## src/hdl/sbus_wb_pkg.sv

```systemverilog
// Host-side definitions for the serial memory bus.
// Wishbone classic request and response bundles, and the host
// word-address split into slave ID and local word address.
package sbus_wb_pkg;

    localparam int DATA_W = 32;
    localparam int HOST_ADR_W = 10;

    // slave ID in the upper address bits, local word below
    localparam int HOST_SID_LSB = 8;

    typedef logic [DATA_W-1:0] wb_data_t;

    // host to bus, held stable until ack or err
    typedef struct packed {
        logic                  cyc;
        logic                  stb;
        logic                  we;
        logic [HOST_ADR_W-1:0] adr;
        wb_data_t              dat;
    } wb_req_t;

    // bus to host
    typedef struct packed {
        logic     ack;
        logic     err;
        wb_data_t dat;
    } wb_rsp_t;

endpackage
```

## src/hdl/sbus_link_pkg.sv

```systemverilog
// Serial link definitions for the memory bus.
// Link sizes, the frame header and the per-direction line bundles
// shared by the master side and the slaves.
package sbus_link_pkg;

    localparam int SLAVES = 3;
    localparam int SID_W = 2;
    localparam int LOC_ADR_W = 8;
    localparam int START_W = 3;
    localparam logic [START_W-1:0] START_PAT = '1;
    localparam int HDR_W = START_W + SID_W + 1 + LOC_ADR_W;

    // header followed by one write word
    localparam int FRAME_W = HDR_W + sbus_wb_pkg::DATA_W;
    localparam int BIT_CNT_W = $clog2(FRAME_W);

    // master watchdog while a slave owns the link
    localparam int RESP_TIMEOUT = 128;
    localparam int WD_W = $clog2(RESP_TIMEOUT);

    // header fields, start pattern goes out first
    typedef struct packed {
        logic [START_W-1:0]   start;
        logic [SID_W-1:0]     sid;
        logic                 wr;
        logic [LOC_ADR_W-1:0] addr;
    } sbus_hdr_fields_t;

    // flat view for shifting, field view for decoding
    typedef union packed {
        logic [HDR_W-1:0] flat;
        sbus_hdr_fields_t f;
    } sbus_hdr_u;

    // master to all slaves
    typedef struct packed {
        logic control;
        logic wd;
        logic valid;
    } sbus_drive_t;

    // one slave back to the master
    typedef struct packed {
        logic rd;
        logic rd_valid;
        logic ready;
    } sbus_resp_t;

endpackage

```

## src/hdl/sbus_link_shifter.sv

```systemverilog
// Serial link shifter on the master side.
// Sends the frame header and an optional write word MSB first, and
// gathers a returned read word from the merged slave read line.
`timescale 1ns/1ps

module sbus_link_shifter (
    input  logic                      clk,
    input  logic                      rstN,
    input  sbus_link_pkg::sbus_hdr_u  load_hdr,
    input  sbus_wb_pkg::wb_data_t     load_data,
    input  logic                      is_write,
    input  logic                      start,
    input  logic                      merged_rd,
    input  logic                      merged_rd_valid,
    output sbus_link_pkg::sbus_drive_t drive,
    output logic                      tx_done,
    output sbus_wb_pkg::wb_data_t     rx_word,
    output logic                      rx_done
);

    logic [sbus_link_pkg::FRAME_W-1:0]   tx_sr;
    logic [sbus_link_pkg::BIT_CNT_W-1:0] tx_cnt;
    logic [sbus_link_pkg::BIT_CNT_W-1:0] tx_last;
    logic                                tx_busy;
    logic                                tx_wr;
    logic                                in_data;
    sbus_wb_pkg::wb_data_t               rx_sr;
    logic [sbus_link_pkg::BIT_CNT_W-1:0] rx_cnt;
    logic                                rx_done_q;

    // reads end after the header
    assign tx_last = tx_wr ? sbus_link_pkg::BIT_CNT_W'(sbus_link_pkg::FRAME_W - 1)
                           : sbus_link_pkg::BIT_CNT_W'(sbus_link_pkg::HDR_W - 1);
    assign in_data = tx_cnt >= sbus_link_pkg::BIT_CNT_W'(sbus_link_pkg::HDR_W);

    assign drive.control = tx_busy && !in_data && tx_sr[sbus_link_pkg::FRAME_W-1];
    assign drive.wd      = tx_busy && in_data && tx_sr[sbus_link_pkg::FRAME_W-1];
    assign drive.valid   = tx_busy && in_data;
    assign tx_done       = tx_busy && (tx_cnt == tx_last);

    always_ff @(posedge clk or negedge rstN) begin
        if (!rstN) begin
            tx_busy   <= 1'b0;
            tx_wr     <= 1'b0;
            tx_cnt    <= '0;
            rx_cnt    <= '0;
            rx_done_q <= 1'b0;
        end else begin
            if (start) begin
                tx_busy <= 1'b1;
                tx_wr   <= is_write;
                tx_cnt  <= '0;
            end else if (tx_done) begin
                tx_busy <= 1'b0;
            end else if (tx_busy) begin
                tx_cnt <= tx_cnt + 1'b1;
            end

            rx_done_q <= 1'b0;
            if (merged_rd_valid) begin
                if (rx_cnt == sbus_link_pkg::BIT_CNT_W'(sbus_wb_pkg::DATA_W - 1)) begin
                    rx_cnt    <= '0;
                    rx_done_q <= 1'b1;
                end else begin
                    rx_cnt <= rx_cnt + 1'b1;
                end
            end
        end
    end

    always_ff @(posedge clk) begin
        if (start) begin
            tx_sr <= {load_hdr.flat, load_data};
        end else if (tx_busy) begin
            tx_sr <= tx_sr << 1;
        end
        if (merged_rd_valid) begin
            rx_sr <= {rx_sr[sbus_wb_pkg::DATA_W-2:0], merged_rd};
        end
    end

    assign rx_word = rx_sr;
    assign rx_done = rx_done_q;

    // controller waits for the frame to finish before the next one
    a_no_start_busy: assert property (
        @(posedge clk) disable iff (!rstN) start |-> !tx_busy
    ) else $error("start while a frame is still shifting");

endmodule

```

## config.mk

```make
export PLATFORM = sky130hd
export DESIGN_NAME = sbus_link_shifter
export DESIGN_NICKNAME = d
export VERILOG_FILES = /design/src/hdl/sbus_wb_pkg.sv /design/src/hdl/sbus_link_pkg.sv /design/src/hdl/sbus_link_shifter.sv
export SDC_FILE = /design/constraint.sdc
export NUM_CORES = 1
export LEC_CHECK = 0
export BUFFER_PORTS_ARGS = -buffer_cell sky130_fd_sc_hd__buf_2
export CAP_MARGIN = 20
export CORE_MARGIN = 4
export CORE_UTILIZATION = 45
export DETAILED_ROUTE_END_ITERATION = 8
export PLACE_DENSITY = 0.69
export SETUP_SLACK_MARGIN = 0.3
export SYNTH_ARGS = -nofsm -noshare
export SYNTH_HDL_FRONTEND = slang
export SYNTH_SLANG_ARGS = --single-unit
export TNS_END_PERCENT = 1
```

## constraint.sdc

```tcl
create_clock -name clk -period 1.8 [get_ports clk]
set_input_delay 0.54 -clock clk [delete_from_list [all_inputs] [get_ports clk]]
set_output_delay 0.54 -clock clk [all_outputs]
set_load 0.01 [all_outputs]
```

### Word level (Yosys, flattened, before mapping)

Index checks and enable logic that the tools add are counted.
Widths: inputs -> output; s select.

* bits in registers: 93
* bits in latches: 0
* memory bits (writable): 0
* memory bits (read-only): 0
* bits of input ports: 52
* output and inout port bits: 37
* logic and storage cells: 33
* memories: 0

* add/sub/neg operators: 2
* multipliers: 0
* div/mod/pow operators: 0
* order comparisons: 1
* equality and inequality tests: 3
* shifts and indexed selects: 0
* muxes and demuxes: 11
* bitwise gates (word level): 0
* reductions and logical operators: 9

Operators by type and width (count)
* $mux 46: 2
* $mux 6: 5
* $add 6x1->6 const B: 2
* $eq 6x5->1 const B: 1
* $eq 6x6->1: 1
* $ge 6x4->1 const B: 1
* $logic_and 1x1->1: 5
* $mux 1: 4
* $reduce_bool 2->1: 2
* $ne 2x2->1 const B: 1
* $reduce_and 2->1: 1
* $logic_not 1->1: 1

### Longest topological paths before layout

* depth in word-level cells: 5
* mapped depth: 5
* depth with buffers taken out: 5

### Least setup slack after synthesis

No wires, ideal clock.

* kind: in2reg
* start: input start
* end: register tx_sr[0] (netlist name), enable pin
* setup time: 0.383 ns
* data arrival time: 1.557 ns
* required time: 1.417 ns
* slack: -0.141 ns
* stages on the path: 3
* buffers on the path: 2
* path through: buf_2 -> buf_2 -> or2_2

* longest elaborated chain between the ends: 1

Ends and longest elaborated chain
* start: declaration: line sbus_link_shifter.sv:12 `input logic start,`
* $reduce_bool 2->1 (no source line)
* end signal: assignment: line sbus_link_shifter.sv:73 `tx_sr <= {load_hdr.flat, load_data};`
* end signal: assignment: line sbus_link_shifter.sv:75 `tx_sr <= tx_sr << 1;`
* end: declaration: line sbus_link_shifter.sv:21 `logic [sbus_link_pkg::FRAME_W-1:0] tx_sr;`

Every way passes these cells.
A chain may end at the register's enable or synchronous reset.

==> impl_metrics.py <==
metrics = {
    "floorplan": {
        "design.core.area_um2": 7850,
        "die_height_um": 98.4,
        "num_io_pins": 89,
        "starting_density_of_the_core_pct": 46.8,
        "die_x_um": 98.4,
        "design.die.area_um2": 9670,
        "rows": 32,
    },
    "global_route": {
        "grt_pass1_wl_um": 10800,
        "grt_usage_pct": 14.3,
        "grt_max_degree": 49,
        "grt_pass1_vias": 2170,
        "initial_antenna_violation_count": 0,
        "grt-ovfl-total": 0,
    },
    "final_layout": {
        "fillers": 640,
        "finalNetCount": 366,
        "diodes": 0,
        "regArea_um2": 2720,
        "p_r_area_growth_vs_syn_pct": 24.7,
        "final_layout_size_suffix_gt1_share_pct": 57.5,
        "postLayoutCellArea_um2": 4580,
        "combined_area_of_the_multi_input_logic_cells_um2": 947,
        "layout_commonest_cell": "sky130_fd_sc_hd__buf_2",
        "stdcell_count": 417,
        "final_cell_mix": "85 x sky130_fd_sc_hd__buf_2, 78 x sky130_fd_sc_hd__edfxtp_1, 47 x sky130_fd_sc_hd__mux2_2",
    },
    "power": {
        "switchingPower_uw": 1100,
        "post-layout-total-power_uw": 4470,
        "p_per_area_nw_per_um2": 976,
        "cellLeakagePower_uw": 0.00185,
        "power_frac_comb_pct": 10.3,
        "seqPwrFrac_pct": 60.1,
        "internal_cell_power_uw": 3370,
        "vdd_ir_drop_max_mv": 0.490,
        "switching_share_pct": 24.6,
        "pwr-share-clk_pct": 29.6,
    },
    "setup_path": {
        "critical_path_buf_inv_count": 2,
        "rrSetupSlack_ns": 0.11,
        "critical_path_class": "reg -> out",
        "worstSetupStartpointType": "register",
        "path_delay_family": "flip-flops",
        "crit_fanout": 3,
        "crit_path_max_incr_delay_ns": 0.40,
        "worst_ep_required_time_ns": 1.26,
        "critical_path_arrival_ns": 1.57,
        "crit_chain": "inv_2 > ha_2 > o211ai_1 > nand2_1 > and2_4 > buf_6",
        "slowest_stage": "sky130_fd_sc_hd__dfrtp_1",
        "type_of_element_capturing_the_critical_path": "output port",
    },
    "timing": {
        "holdWs_ns": 0.0741,
        "grt_setup_unrepaired": "true",
        "timing_max_transition_violations_final": 0,
        "slew_headroom_pct": 58.6,
        "max_slew.worst_pin.slew_ns": 0.621,
        "hold_violations": 0,
        "worst_clock_skew_ns": 0.0120,
        "share_of_the_clock_period_used_by_the_worst_path_pct": 117,
        "setup_viol_count_final": 4,
        "timing.fmax_mhz": 474,
        "layout_min_cycle_time_ns": 2.11,
        "postLayoutSetupSlackWorst_ns": -0.308,
    },
    "routing": {
        "detailedRoute.firstPassIterationCount": 4,
        "drc": 0,
        "avgViaCountPerCell": 5.05,
        "ant_nets": 0,
        "num_vias": 2106,
        "avgRoutedWirePerCell_um": 16.1,
        "finalWirelength_um": 6710,
        "drt_iter0_markers": 80,
    },
    "status": {
        "violations": "setup timing",
        "outcome": "finished with violations",
    },
    "synthesis": {
        "mappedNetlistArea_um2": 3670,
        "synth_warnings": 0,
        "synth_area_per_cell_um2": 17.9,
        "synthesis.instances": 205,
        "yosysUniqueCellTypes": 28,
        "synth_seq_area_share_pct": 74.0,
        "number_of_register_bits_inferred_by_synthesis": 93,
        "synth_fp_nets": 261,
    },
    "clock_network": {
        "clk_transition_reported_paths_ns": 0.10,
        "tritoncts_num_sinks": 93,
        "cts_tree": "built",
        "ctsHtreeMaxLevel": 3,
        "post_cts_hold_buffer_count": 0,
        "clk_root_buffer_cell": "sky130_fd_sc_hd__clkbuf_8",
        "cts_bufs_inserted": 9,
        "clock_path_buffers": 2,
        "worst_skew_pair_latency_ns": 0.36,
    },
    "placed_design": {
        "dp.cells": 395,
        "instance_area_at_placement_um2": 4280,
        "place_worst_setup_slack_ns": 0.0261,
        "gp_congestion": 0.848,
        "place.port_buffers": 88,
        "dpl.hpwl_um": 4520,
    },
    "job": {
        "timing.max_cap.violations": 0,
    },
    "hold_path": {
        "hp_class": "in -> async",
    },
}
final cells by class:
| type | count | area share (%) |
|---|---|---|
| multi-input cells | 100 | 20.7 |
| clock inverters | 7 | 1.50 |
| well taps | 102 | 2.79 |
| clock buffers | 9 | 2.70 |
| flip-flops and latches | 93 | 59.4 |
| repair buffers | 101 | 12.5 |
| inverters | 5 | 0.410 |
cell usage after synthesis, drive strengths merged:
cell type  count  area (um2)
ha             4        50.1
or2            1        6.26
edfxtp        78        2340
nand4          4        25.0
a21oi          4        20.0
nor2           5        18.8
and3           1        6.26
a221oi         1        15.0
o21ai          3        15.0
xnor2          3        26.3
dfrtp         15         375
xor2           3        26.3
inv            5        18.8
and4b          1        13.8
o211ai         1        7.51
o311ai         1        8.76
and2           3        18.8
nand3          5        25.0
nand2b         1        6.26
nor3           1        5.00
or3            1        6.26
nand2          5        18.8
buf            7        35.0
or4            1        7.51
mux2          48         544
a211oi         2        15.0
a21bo          1        16.3
state kept, by name, indices dropped and copies added, names as in the netlist:
signal	cells
rx_cnt	6
tx_busy	1
rx_word	32
tx_sr	46
rx_done	1
tx_wr	1
tx_cnt	6
layer usage:
| layer | global-route usage [%] | vias to the layer above | routed length [um] |
|---|---|---|---|
| met5 | 0 | - | 0 |
| met4 | 5.04 | 0 | 86 |
| met3 | 4.57 | 8 | 426 |
| met2 | 22.3 | 65 | 3190 |
| met1 | 18.9 | 1041 | 3010 |
| li1 | - | 992 | - |
final timing paths:
path,start,endpoint,cells past startpoint
setup / recovery,tx_cnt[0],drive[0],6
hold / removal,rstN,rx_cnt[0],1
setup reg to reg,tx_cnt[0],tx_cnt[0],6
hold reg to reg,rx_word[2],rx_word[3],0
max in group asynchronous,rstN,tx_busy,1
min in group clk,merged_rd,rx_word[0],1
per-stage QoR:
step | utilization (%) | setup TNS (ns)
after detailed placement | 54.6 | 0
after global placement | 54.6 | 0
after CTS | 57.9 | -1.03
after global routing | 58.4 | -1.33
final | 58.4 | -1.02
after floorplan | - | 0
worst register-to-register path, stage by stage (launching register included):
cell	delay [ns]
sky130_fd_sc_hd__dfrtp_1	0.42
sky130_fd_sc_hd__buf_4	0.16
sky130_fd_sc_hd__ha_4	0.15
sky130_fd_sc_hd__and4b_4	0.20
sky130_fd_sc_hd__buf_4	0.14
sky130_fd_sc_hd__a21bo_4	0.22
sky130_fd_sc_hd__mux2_4	0.29
what timing repair did:
| action | 4_1_cts | 5_1_grt |
|---|---|---|
| setup endpoints to repair | 9 | 81 |
| gates cloned | 0 | 0 |
| gates resized for setup | 7 | 6 |
| pin swaps | 4 | 2 |
| buffers inserted | 5 | 1 |
logic make-up (layout without fill, tap and decap cells):
logic type,count (synthesis),after routing,synth area share [%]
AND/OR/NAND/NOR,29,29,4.29
flip-flops,93,93,74.0
AO/OA/AOI/OAI,13,13,2.66
buffers and inverters,12,122,1.46
multiplexers,48,48,14.8
adder cells (fa/ha/maj),4,4,1.36
XOR/XNOR,6,6,1.43
power by group through the flow:
stage          sequential (uW)  combinational (uW)  clock (uW)
2_1_floorplan             2730                 248           0
3_3_place_gp              2720                 423           0
3_5_place_dp              2730                 443           0
4_1_cts                   2690                 460        1380
5_1_grt                   2710                 513        1480
6_report                  2690                 460        1320
(Power assumes the default switching activity.)
