[src/hdl/sbus_wb_pkg.sv]
// Host-side definitions for the serial memory bus.
// Wishbone classic request and response bundles, and the host
// word-address split into slave ID and local word address.
package sbus_wb_pkg;

    localparam int DATA_W = 32;
    localparam int HOST_ADR_W = 10;

    // slave ID in the upper address bits, local word below
    localparam int HOST_SID_LSB = 8;

    typedef logic [DATA_W-1:0] wb_data_t;

    // host to bus, held stable until ack or err
    typedef struct packed {
        logic                  cyc;
        logic                  stb;
        logic                  we;
        logic [HOST_ADR_W-1:0] adr;
        wb_data_t              dat;
    } wb_req_t;

    // bus to host
    typedef struct packed {
        logic     ack;
        logic     err;
        wb_data_t dat;
    } wb_rsp_t;

endpackage
[src/hdl/sbus_link_pkg.sv]
// Serial link definitions for the memory bus.
// Link sizes, the frame header and the per-direction line bundles
// shared by the master side and the slaves.
package sbus_link_pkg;

    localparam int SLAVES = 3;
    localparam int SID_W = 2;
    localparam int LOC_ADR_W = 8;
    localparam int START_W = 3;
    localparam logic [START_W-1:0] START_PAT = '1;
    localparam int HDR_W = START_W + SID_W + 1 + LOC_ADR_W;

    // header followed by one write word
    localparam int FRAME_W = HDR_W + sbus_wb_pkg::DATA_W;
    localparam int BIT_CNT_W = $clog2(FRAME_W);

    // master watchdog while a slave owns the link
    localparam int RESP_TIMEOUT = 128;
    localparam int WD_W = $clog2(RESP_TIMEOUT);

    // header fields, start pattern goes out first
    typedef struct packed {
        logic [START_W-1:0]   start;
        logic [SID_W-1:0]     sid;
        logic                 wr;
        logic [LOC_ADR_W-1:0] addr;
    } sbus_hdr_fields_t;

    // flat view for shifting, field view for decoding
    typedef union packed {
        logic [HDR_W-1:0] flat;
        sbus_hdr_fields_t f;
    } sbus_hdr_u;

    // master to all slaves
    typedef struct packed {
        logic control;
        logic wd;
        logic valid;
    } sbus_drive_t;

    // one slave back to the master
    typedef struct packed {
        logic rd;
        logic rd_valid;
        logic ready;
    } sbus_resp_t;

endpackage

[src/hdl/sbus_master_ctrl.sv]
// Serial bus master controller.
// Takes one Wishbone classic access at a time, builds the frame header,
// starts the shifter and waits for the addressed slave. Answers with
// ack on completion, or err for slave ID 0 and on watchdog expiry.
`timescale 1ns/1ps

module sbus_master_ctrl (
    input  logic                       clk,
    input  logic                       rstN,
    input  sbus_wb_pkg::wb_req_t       wb_req,
    output sbus_wb_pkg::wb_rsp_t       wb_rsp,
    output sbus_link_pkg::sbus_hdr_u   load_hdr,
    output sbus_wb_pkg::wb_data_t      load_data,
    output logic                       is_write,
    output logic                       start,
    input  logic                       tx_done,
    input  sbus_wb_pkg::wb_data_t      rx_word,
    input  logic                       rx_done,
    input  sbus_link_pkg::sbus_resp_t  slave_rsp [sbus_link_pkg::SLAVES],
    output logic                       merged_rd,
    output logic                       merged_rd_valid
);

    typedef enum logic [1:0] {
        ST_IDLE,
        ST_SEND,
        ST_WAIT_RESP,
        ST_RESPOND
    } ctrl_state_t;

    ctrl_state_t state;

    logic [sbus_link_pkg::SID_W-1:0]     req_sid;
    logic [sbus_link_pkg::LOC_ADR_W-1:0] req_word;
    logic                                accept;
    logic                                merged_ready;
    logic                                start_q;
    logic                                fail_q;
    logic                                seen_busy;
    logic                                ack_q;
    logic                                err_q;
    logic [sbus_link_pkg::WD_W-1:0]      wd_cnt;
    sbus_wb_pkg::wb_data_t               rd_data_q;

    // host address split
    assign req_sid  = wb_req.adr[sbus_wb_pkg::HOST_ADR_W-1:sbus_wb_pkg::HOST_SID_LSB];
    assign req_word = wb_req.adr[sbus_wb_pkg::HOST_SID_LSB-1:0];

    // response pulse must drop before the next request is taken
    assign accept = wb_req.cyc && wb_req.stb && !ack_q && !err_q;

    always_comb begin
        load_hdr.f.start = sbus_link_pkg::START_PAT;
        load_hdr.f.sid   = req_sid;
        load_hdr.f.wr    = wb_req.we;
        load_hdr.f.addr  = req_word;
    end

    assign load_data = wb_req.dat;
    assign is_write  = wb_req.we;
    assign start     = start_q;

    // idle slaves sit at rd low, ready high
    always_comb begin
        merged_rd       = 1'b0;
        merged_rd_valid = 1'b0;
        merged_ready    = 1'b1;
        for (int i = 0; i < sbus_link_pkg::SLAVES; i++) begin
            merged_rd       = merged_rd | slave_rsp[i].rd;
            merged_rd_valid = merged_rd_valid | slave_rsp[i].rd_valid;
            merged_ready    = merged_ready & slave_rsp[i].ready;
        end
    end

    always_ff @(posedge clk or negedge rstN) begin
        if (!rstN) begin
            state     <= ST_IDLE;
            start_q   <= 1'b0;
            fail_q    <= 1'b0;
            seen_busy <= 1'b0;
            ack_q     <= 1'b0;
            err_q     <= 1'b0;
            wd_cnt    <= '0;
        end else begin
            start_q <= 1'b0;
            ack_q   <= 1'b0;
            err_q   <= 1'b0;
            case (state)
                ST_IDLE: begin
                    wd_cnt    <= '0;
                    seen_busy <= 1'b0;
                    if (accept) begin
                        if (req_sid == '0) begin
                            // no slave behind ID 0, no frame goes out
                            fail_q <= 1'b1;
                            state  <= ST_RESPOND;
                        end else begin
                            fail_q  <= 1'b0;
                            start_q <= 1'b1;
                            state   <= ST_SEND;
                        end
                    end
                end
                ST_SEND: begin
                    if (!merged_ready) begin
                        seen_busy <= 1'b1;
                    end
                    if (tx_done) begin
                        state <= ST_WAIT_RESP;
                    end
                end
                ST_WAIT_RESP: begin
                    wd_cnt <= wd_cnt + 1'b1;
                    if (!merged_ready) begin
                        seen_busy <= 1'b1;
                    end
                    if (wb_req.we && seen_busy && merged_ready) begin
                        state <= ST_RESPOND;
                    end else if (!wb_req.we && rx_done) begin
                        state <= ST_RESPOND;
                    end else if (wd_cnt ==
                                 sbus_link_pkg::WD_W'(sbus_link_pkg::RESP_TIMEOUT - 1)) begin
                        // slave never answered
                        fail_q <= 1'b1;
                        state  <= ST_RESPOND;
                    end
                end
                ST_RESPOND: begin
                    ack_q <= !fail_q;
                    err_q <= fail_q;
                    state <= ST_IDLE;
                end
                default: state <= ST_IDLE;
            endcase
        end
    end

    // read word held for the ack cycle
    always_ff @(posedge clk) begin
        if (rx_done) begin
            rd_data_q <= rx_word;
        end
    end

    assign wb_rsp = '{ack: ack_q, err: err_q, dat: rd_data_q};

    // a new frame only goes out once every slave has released the link
    a_start_link_idle: assert property (
        @(posedge clk) disable iff (!rstN) start |-> merged_ready
    ) else $error("frame started while a slave still holds the link");

endmodule

[config.mk]
export PLATFORM = sky130hd
export DESIGN_NAME = sbus_master_ctrl
export DESIGN_NICKNAME = d
export VERILOG_FILES = /design/src/hdl/sbus_wb_pkg.sv /design/src/hdl/sbus_link_pkg.sv /design/src/hdl/sbus_master_ctrl.sv
export SDC_FILE = /design/constraint.sdc
export NUM_CORES = 1
export LEC_CHECK = 0
export ABC_AREA = 1
export BUFFER_PORTS_ARGS = -buffer_cell sky130_fd_sc_hd__buf_2
export CORE_AREA = 3 3 89 91
export CTS_CLUSTER_DIAMETER = 150
export CTS_CLUSTER_SIZE = 30
export DETAILED_ROUTE_END_ITERATION = 8
export DIE_AREA = 0 0 92 94
export PLACE_DENSITY = 0.59
export SLEW_MARGIN = 20
export SYNTH_ARGS = -nofsm -noshare
export SYNTH_HDL_FRONTEND = slang
export SYNTH_SLANG_ARGS = --single-unit
[constraint.sdc]
create_clock -name clk -period 2.2 [get_ports clk]
set_input_delay 0 -clock clk [delete_from_list [all_inputs] [get_ports clk]]
set_output_delay 0 -clock clk [all_outputs]
set_load 0.01 [all_outputs]
Word-level counts from Yosys, hierarchy flattened
Index checks and enable logic that the tools add are counted.
{"block": "classes", "n_eq_ne": 11, "n_bitwise": 6, "addsub": 1, "muxes": 21, "reduce_logical": 18}
{"cell": "$pmux W7 S2", "count": 1}
{"cell": "$mux W2", "count": 6}
{"cell": "$ne A2 B2 Y1 const B", "count": 6}
{"cell": "$mux W1", "count": 11}
{"cell": "$pmux W2 S4", "count": 1}
{"cell": "$add A7 B1 Y7 const B", "count": 1}
{"cell": "$eq A7 B7 Y1 const B", "count": 1}
{"cell": "$logic_and A1 B1 Y1", "count": 6}
{"cell": "$reduce_and A5 Y1", "count": 1}
{"cell": "$eq A2 B2 Y1 const B", "count": 2}
{"cell": "$logic_not A1 Y1", "count": 4}
{"cell": "$logic_not A2 Y1", "count": 2}
{"cell": "$ne A4 B4 Y1 const B", "count": 1}
{"cell": "$or A1 B1 Y1", "count": 4}
{"cell": "$pmux W1 S2", "count": 2}
{"cell": "$reduce_bool A2 Y1", "count": 2}
{"cell": "$reduce_and A3 Y1", "count": 1}
{"cell": "$and A1 B1 Y1", "count": 2}
{"cell": "$eq A2 B1 Y1 const B", "count": 1}
{"cell": "$reduce_and A2 Y1", "count": 1}
{"cell": "$reduce_or A2 Y1", "count": 1}
{"block": "totals", "reg_bits": 46, "wordCells": 65, "output_inout_bits": 84, "in_bits": 90}

Logic depth before layout (Yosys ltp)
{"block": "logic_depth", "ltp_word": 5, "depth_mapped": 8, "ltp_nobuf": 8}

Worst setup path before layout
No wires, ideal clock.
{"block": "synth_path", "path_kind": "register to register", "from": "register state[0]", "to": "register fail_q", "arrival_time_ns": 1.228, "path_slack_ns": 0.906, "path_stages_with_launch": 8, "path_buffers": 0, "required_time_ns": 2.135, "setup_time_ns": 0.065, "path_cell_list": "dfrtp_1 > inv_1 > ha_1 > nor2_1 > inv_1 > nand3_1 > o21bai_2 > nand2_1"}
{"block": "synth_via", "elab_chain_len": 3}
{"item": "start: declaration", "line_no": "sbus_master_ctrl.sv:31", "source": "ctrl_state_t state;"}
{"item": "start signal: assignment", "line_no": "sbus_master_ctrl.sv:77", "source": "state <= ST_IDLE;"}
{"item": "start signal: assignment", "line_no": "sbus_master_ctrl.sv:96", "source": "state <= ST_RESPOND;"}
{"item": "start signal: assignment", "line_no": "sbus_master_ctrl.sv:100", "source": "state <= ST_SEND;"}
{"item": "$eq A2 B2 Y1 / $logic_not A2 Y1 (equally long branches)", "line_no": "sbus_master_ctrl.sv:88", "source": "case (state)"}
{"item": "$ne A2 B2 Y1 (no line) / $reduce_bool A2 Y1 (equally long branches)"}
{"item": "$reduce_and A5 Y1 (no line)"}
{"item": "end signal: assignment", "line_no": "sbus_master_ctrl.sv:79", "source": "fail_q <= 1'b0;"}
{"item": "end signal: assignment", "line_no": "sbus_master_ctrl.sv:95", "source": "fail_q <= 1'b1;"}
{"item": "end signal: assignment", "line_no": "sbus_master_ctrl.sv:98", "source": "fail_q <= 1'b0;"}
{"item": "end: declaration", "line_no": "sbus_master_ctrl.sv:38", "source": "logic fail_q;"}
Parallel ways exist; a longest one is shown, timed or not.
A chain may end at the register's enable or synchronous reset.

Worst setup path in the final report
Ends and elaborated chain as after synthesis.

==> reports/qor.csv <==
stage;metric;value;unit
run_status;status;completed;
placed_design;gp_congestion;0.765;
placed_design;io_buffers;90;
cells_and_area;mostFrequentLayoutCells;90 x buf_2, 33 x dlygate4sd3_1, 32 x edfxtp_1;
yosys;syn_area;2150;um2
yosys;ys_top_cells_by_area;edfxtp_1 45%, buf_4 17%, dfrtp_1 16%, nand2_1 3.7%, inv_1 3.1%;
clocking;cts_sinks;46;
drt;wl;4400;um
worst_setup_path;cp-end-kind;flop;
power_and_ir_drop;peakVddDrop;0.345;mV
global_route;grt_overflow_total;0;
clocking;clkTransAtPathRegs;0.09;ns
cells_and_area;synthToLayoutAreaGrowth;29.3;%
placed_design;hpwl;3090;um
floorplan;core;7210;um2
global_route;grt_max_degree;20;
yosys;yosysSeqAreaShare;0.610;
placed_design;pre_cts_ws;0.508;ns
timing;setup_slack;0.510;ns
timing;drv_slew;0;
worst_setup_path;required;2.39;ns
power_and_ir_drop;leakage;1.29;nW
global_route;antenna_found_initial;0;
floorplan;die_area;8650;um2
drt;vias;1463;
floorplan;initial_core_util;0.298;
cells_and_area;drive_gt1_frac;0.394;
drt;drt_first_pass_iters;4;
worst_setup_path;crit_top_cell;inv_1;
clocking;cts.htree.levels;2;
worst_setup_path;crit_fanout;13;
cells_and_area;finalNetCount;363;
worst_setup_path;worst_ep_arrival_time;1.88;ns
worst_setup_path;critPathKind;reg -> reg;
yosys;ys_warn_count;0;
power_and_ir_drop;pwr_density_cell;796;nW/um2
cells_and_area;n_antenna_cell;0;
drt;drtAntennaViolNets;0;
clocking;cts_root_buf;clkbuf_8;
drt;drc;0;
yosys;ys_ff_latch;46;
drt;wire_per_inst;11.9;um
job;drv_cap;0;
clocking;worstSkewPairLatency;0.29;ns
timing;hold_viol;0;
hold_path;hold_path.class;in -> out;
timing;post-route-period-util;0.768;
yosys;avgSynthCellArea;11.6;um2
clocking;cts_buffer_depth;2;
yosys;postSynthCellCount;185;
timing;rsz0062_at_grt;no;
global_route;grt_pass1_wl;7130;um
floorplan;num_rows;31;
floorplan;die_x;92;um
yosys;yosysTopAreaCell;edfxtp_1;
timing;max_freq;0.592;GHz
floorplan;die_h;94;um
worst_setup_path;crit_slowest_cell;ha_1;
timing;fin_setup_tns;0;ns
floorplan;ioPinCount;174;
timing;min_period;1.69;ns
worst_setup_path;start_kind;flop;
timing;setup_viol;0;
clocking;cts_tree;yes;
global_route;grt_pass1_vias;1489;
clocking;cts-resized-gates;0;
global_route;grtUsageTotal;0.106;
yosys;synth_top_area_frac;0.447;
worst_setup_path;crit_chain;inv_1, ha_1, nor2_1, inv_1, nand3_1, o21bai_2, nand2_1;
drt;vias_per_cell;3.98;
yosys;synth.distinct_cells;24;
timing;fin_skew;0.00544;ns
worst_setup_path;worst_path_largest_cell_delay;0.46;ns
drt;drt_iter0_drc;67;
clocking;cts_made_buffers;5;
cells_and_area;final_common_cell;buf_2;
==> flip-flops by register name, indices dropped and copies added, names as in the netlist <==
register	cells
ack_q	1
err_q	1
fail_q	1
rd_data_q	32
seen_busy	1
start	1
state	2
wd_cnt	7
==> through the flow <==
step | utilization | instances | cell area [um2] | power [mW] | hold slack [ns]
2_1_floorplan | - | 187 | 2160 | 1.59 | -0.296
3_3_place_gp | 0.327 | 327 | 2360 | 1.68 | -0.0782
3_5_place_dp | 0.327 | 327 | 2360 | 1.69 | -0.0717
4_1_cts | 0.386 | 368 | 2780 | 2.25 | 0.0000686
5_1_grt | 0.386 | 368 | 2780 | 2.38 | 0.0000151
6_report | 0.386 | 368 | 2780 | 2.22 | 0.00000445
==> repair_timing <==
item / 4_1_cts / 5_1_grt
buffers inserted: 0 / 0
hold endpoints to repair: 46 / 0
hold buffers: 33 / 0
==> synth_stat cells <==
library cell / number
buf_4: 49
edfxtp_1: 32
nand2_1: 21
inv_1: 18
dfrtp_1: 14
nor2_1: 11
o21ai_0: 9
nand3_1: 7
ha_1: 5
a21oi_1: 2
nand2_2: 2
nand4_1: 2
or3_1: 2
a21oi_2: 1
a22o_1: 1
a22oi_1: 1
a32o_1: 1
buf_6: 1
conb_1: 1
nand3_2: 1
nor2_4: 1
nor3_1: 1
o21bai_2: 1
or2_2: 1
==> kinds of logic after synthesis <==
| family | count (synthesis) | synth area share |
|---|---|---|
| other | 1 | 0.00174 |
| and+or+nand+nor | 49 | 0.105 |
| buffers and inverters | 68 | 0.208 |
| adders and majority gates | 5 | 0.0291 |
| AOI/OAI and AO/OA | 16 | 0.0471 |
| DFF | 46 | 0.610 |
==> final timing paths <==
check | start | to | slack (ns) | cells after the start
setup reg to reg | state[0]$_DFFE_PN0P_ | fail_q$_DFFE_PN0P_ | 0.51 | 7
setup / recovery | state[0]$_DFFE_PN0P_ | fail_q$_DFFE_PN0P_ | 0.51 | 7
min in group asynchronous | rstN | state[0]$_DFFE_PN0P_ | 0.13 | 2
max in group asynchronous | rstN | wd_cnt[1]$_DFFE_PN0P_ | 1.81 | 2
hold / removal | wb_req[1] | load_data[1] | 0.000004 | 0
hold reg to reg | fail_q$_DFFE_PN0P_ | ack_q$_DFF_PN0_ | 0.48 | 1
==> power breakdown <==
group	switching [mW]	total (mW)	internal, mW	leakage, nW
registers	0.0656	1.11	1.05	0.498
clock network	0.283	0.506	0.223	0.0441
logic	0.338	0.598	0.260	0.749
total	0.687	2.22	1.53	1.29
==> critical path, delay by kind of cell (launching register included) <==
family                     cells  cell delay, ns
buffers and inverters          2            0.22
adders and majority gates      1            0.46
and+or+nand+nor                3            0.37
AOI/OAI and AO/OA              1            0.11
DFF                            1            0.43
==> per-layer routing <==
| metal | vias up | routed length [um] | track usage |
|---|---|---|---|
| li1 | 719 | - | - |
| met1 | 641 | 1850 | 0.120 |
| met2 | 89 | 1930 | 0.173 |
| met3 | 14 | 493 | 0.0393 |
| met4 | 0 | 120 | 0.0582 |
| met5 | - | 0 | 0 |
==> cell type report <==
type                    instances  area [um2]
fillers                       698        4430
flip-flops and latches         46        1310
repair buffers                124         788
multi-input cells              73         400
well taps                      99         124
clock buffers                   5        68.8
inverters                      18        67.6
clock inverters                 3        21.3
Power figures use the tool's default switching activity.
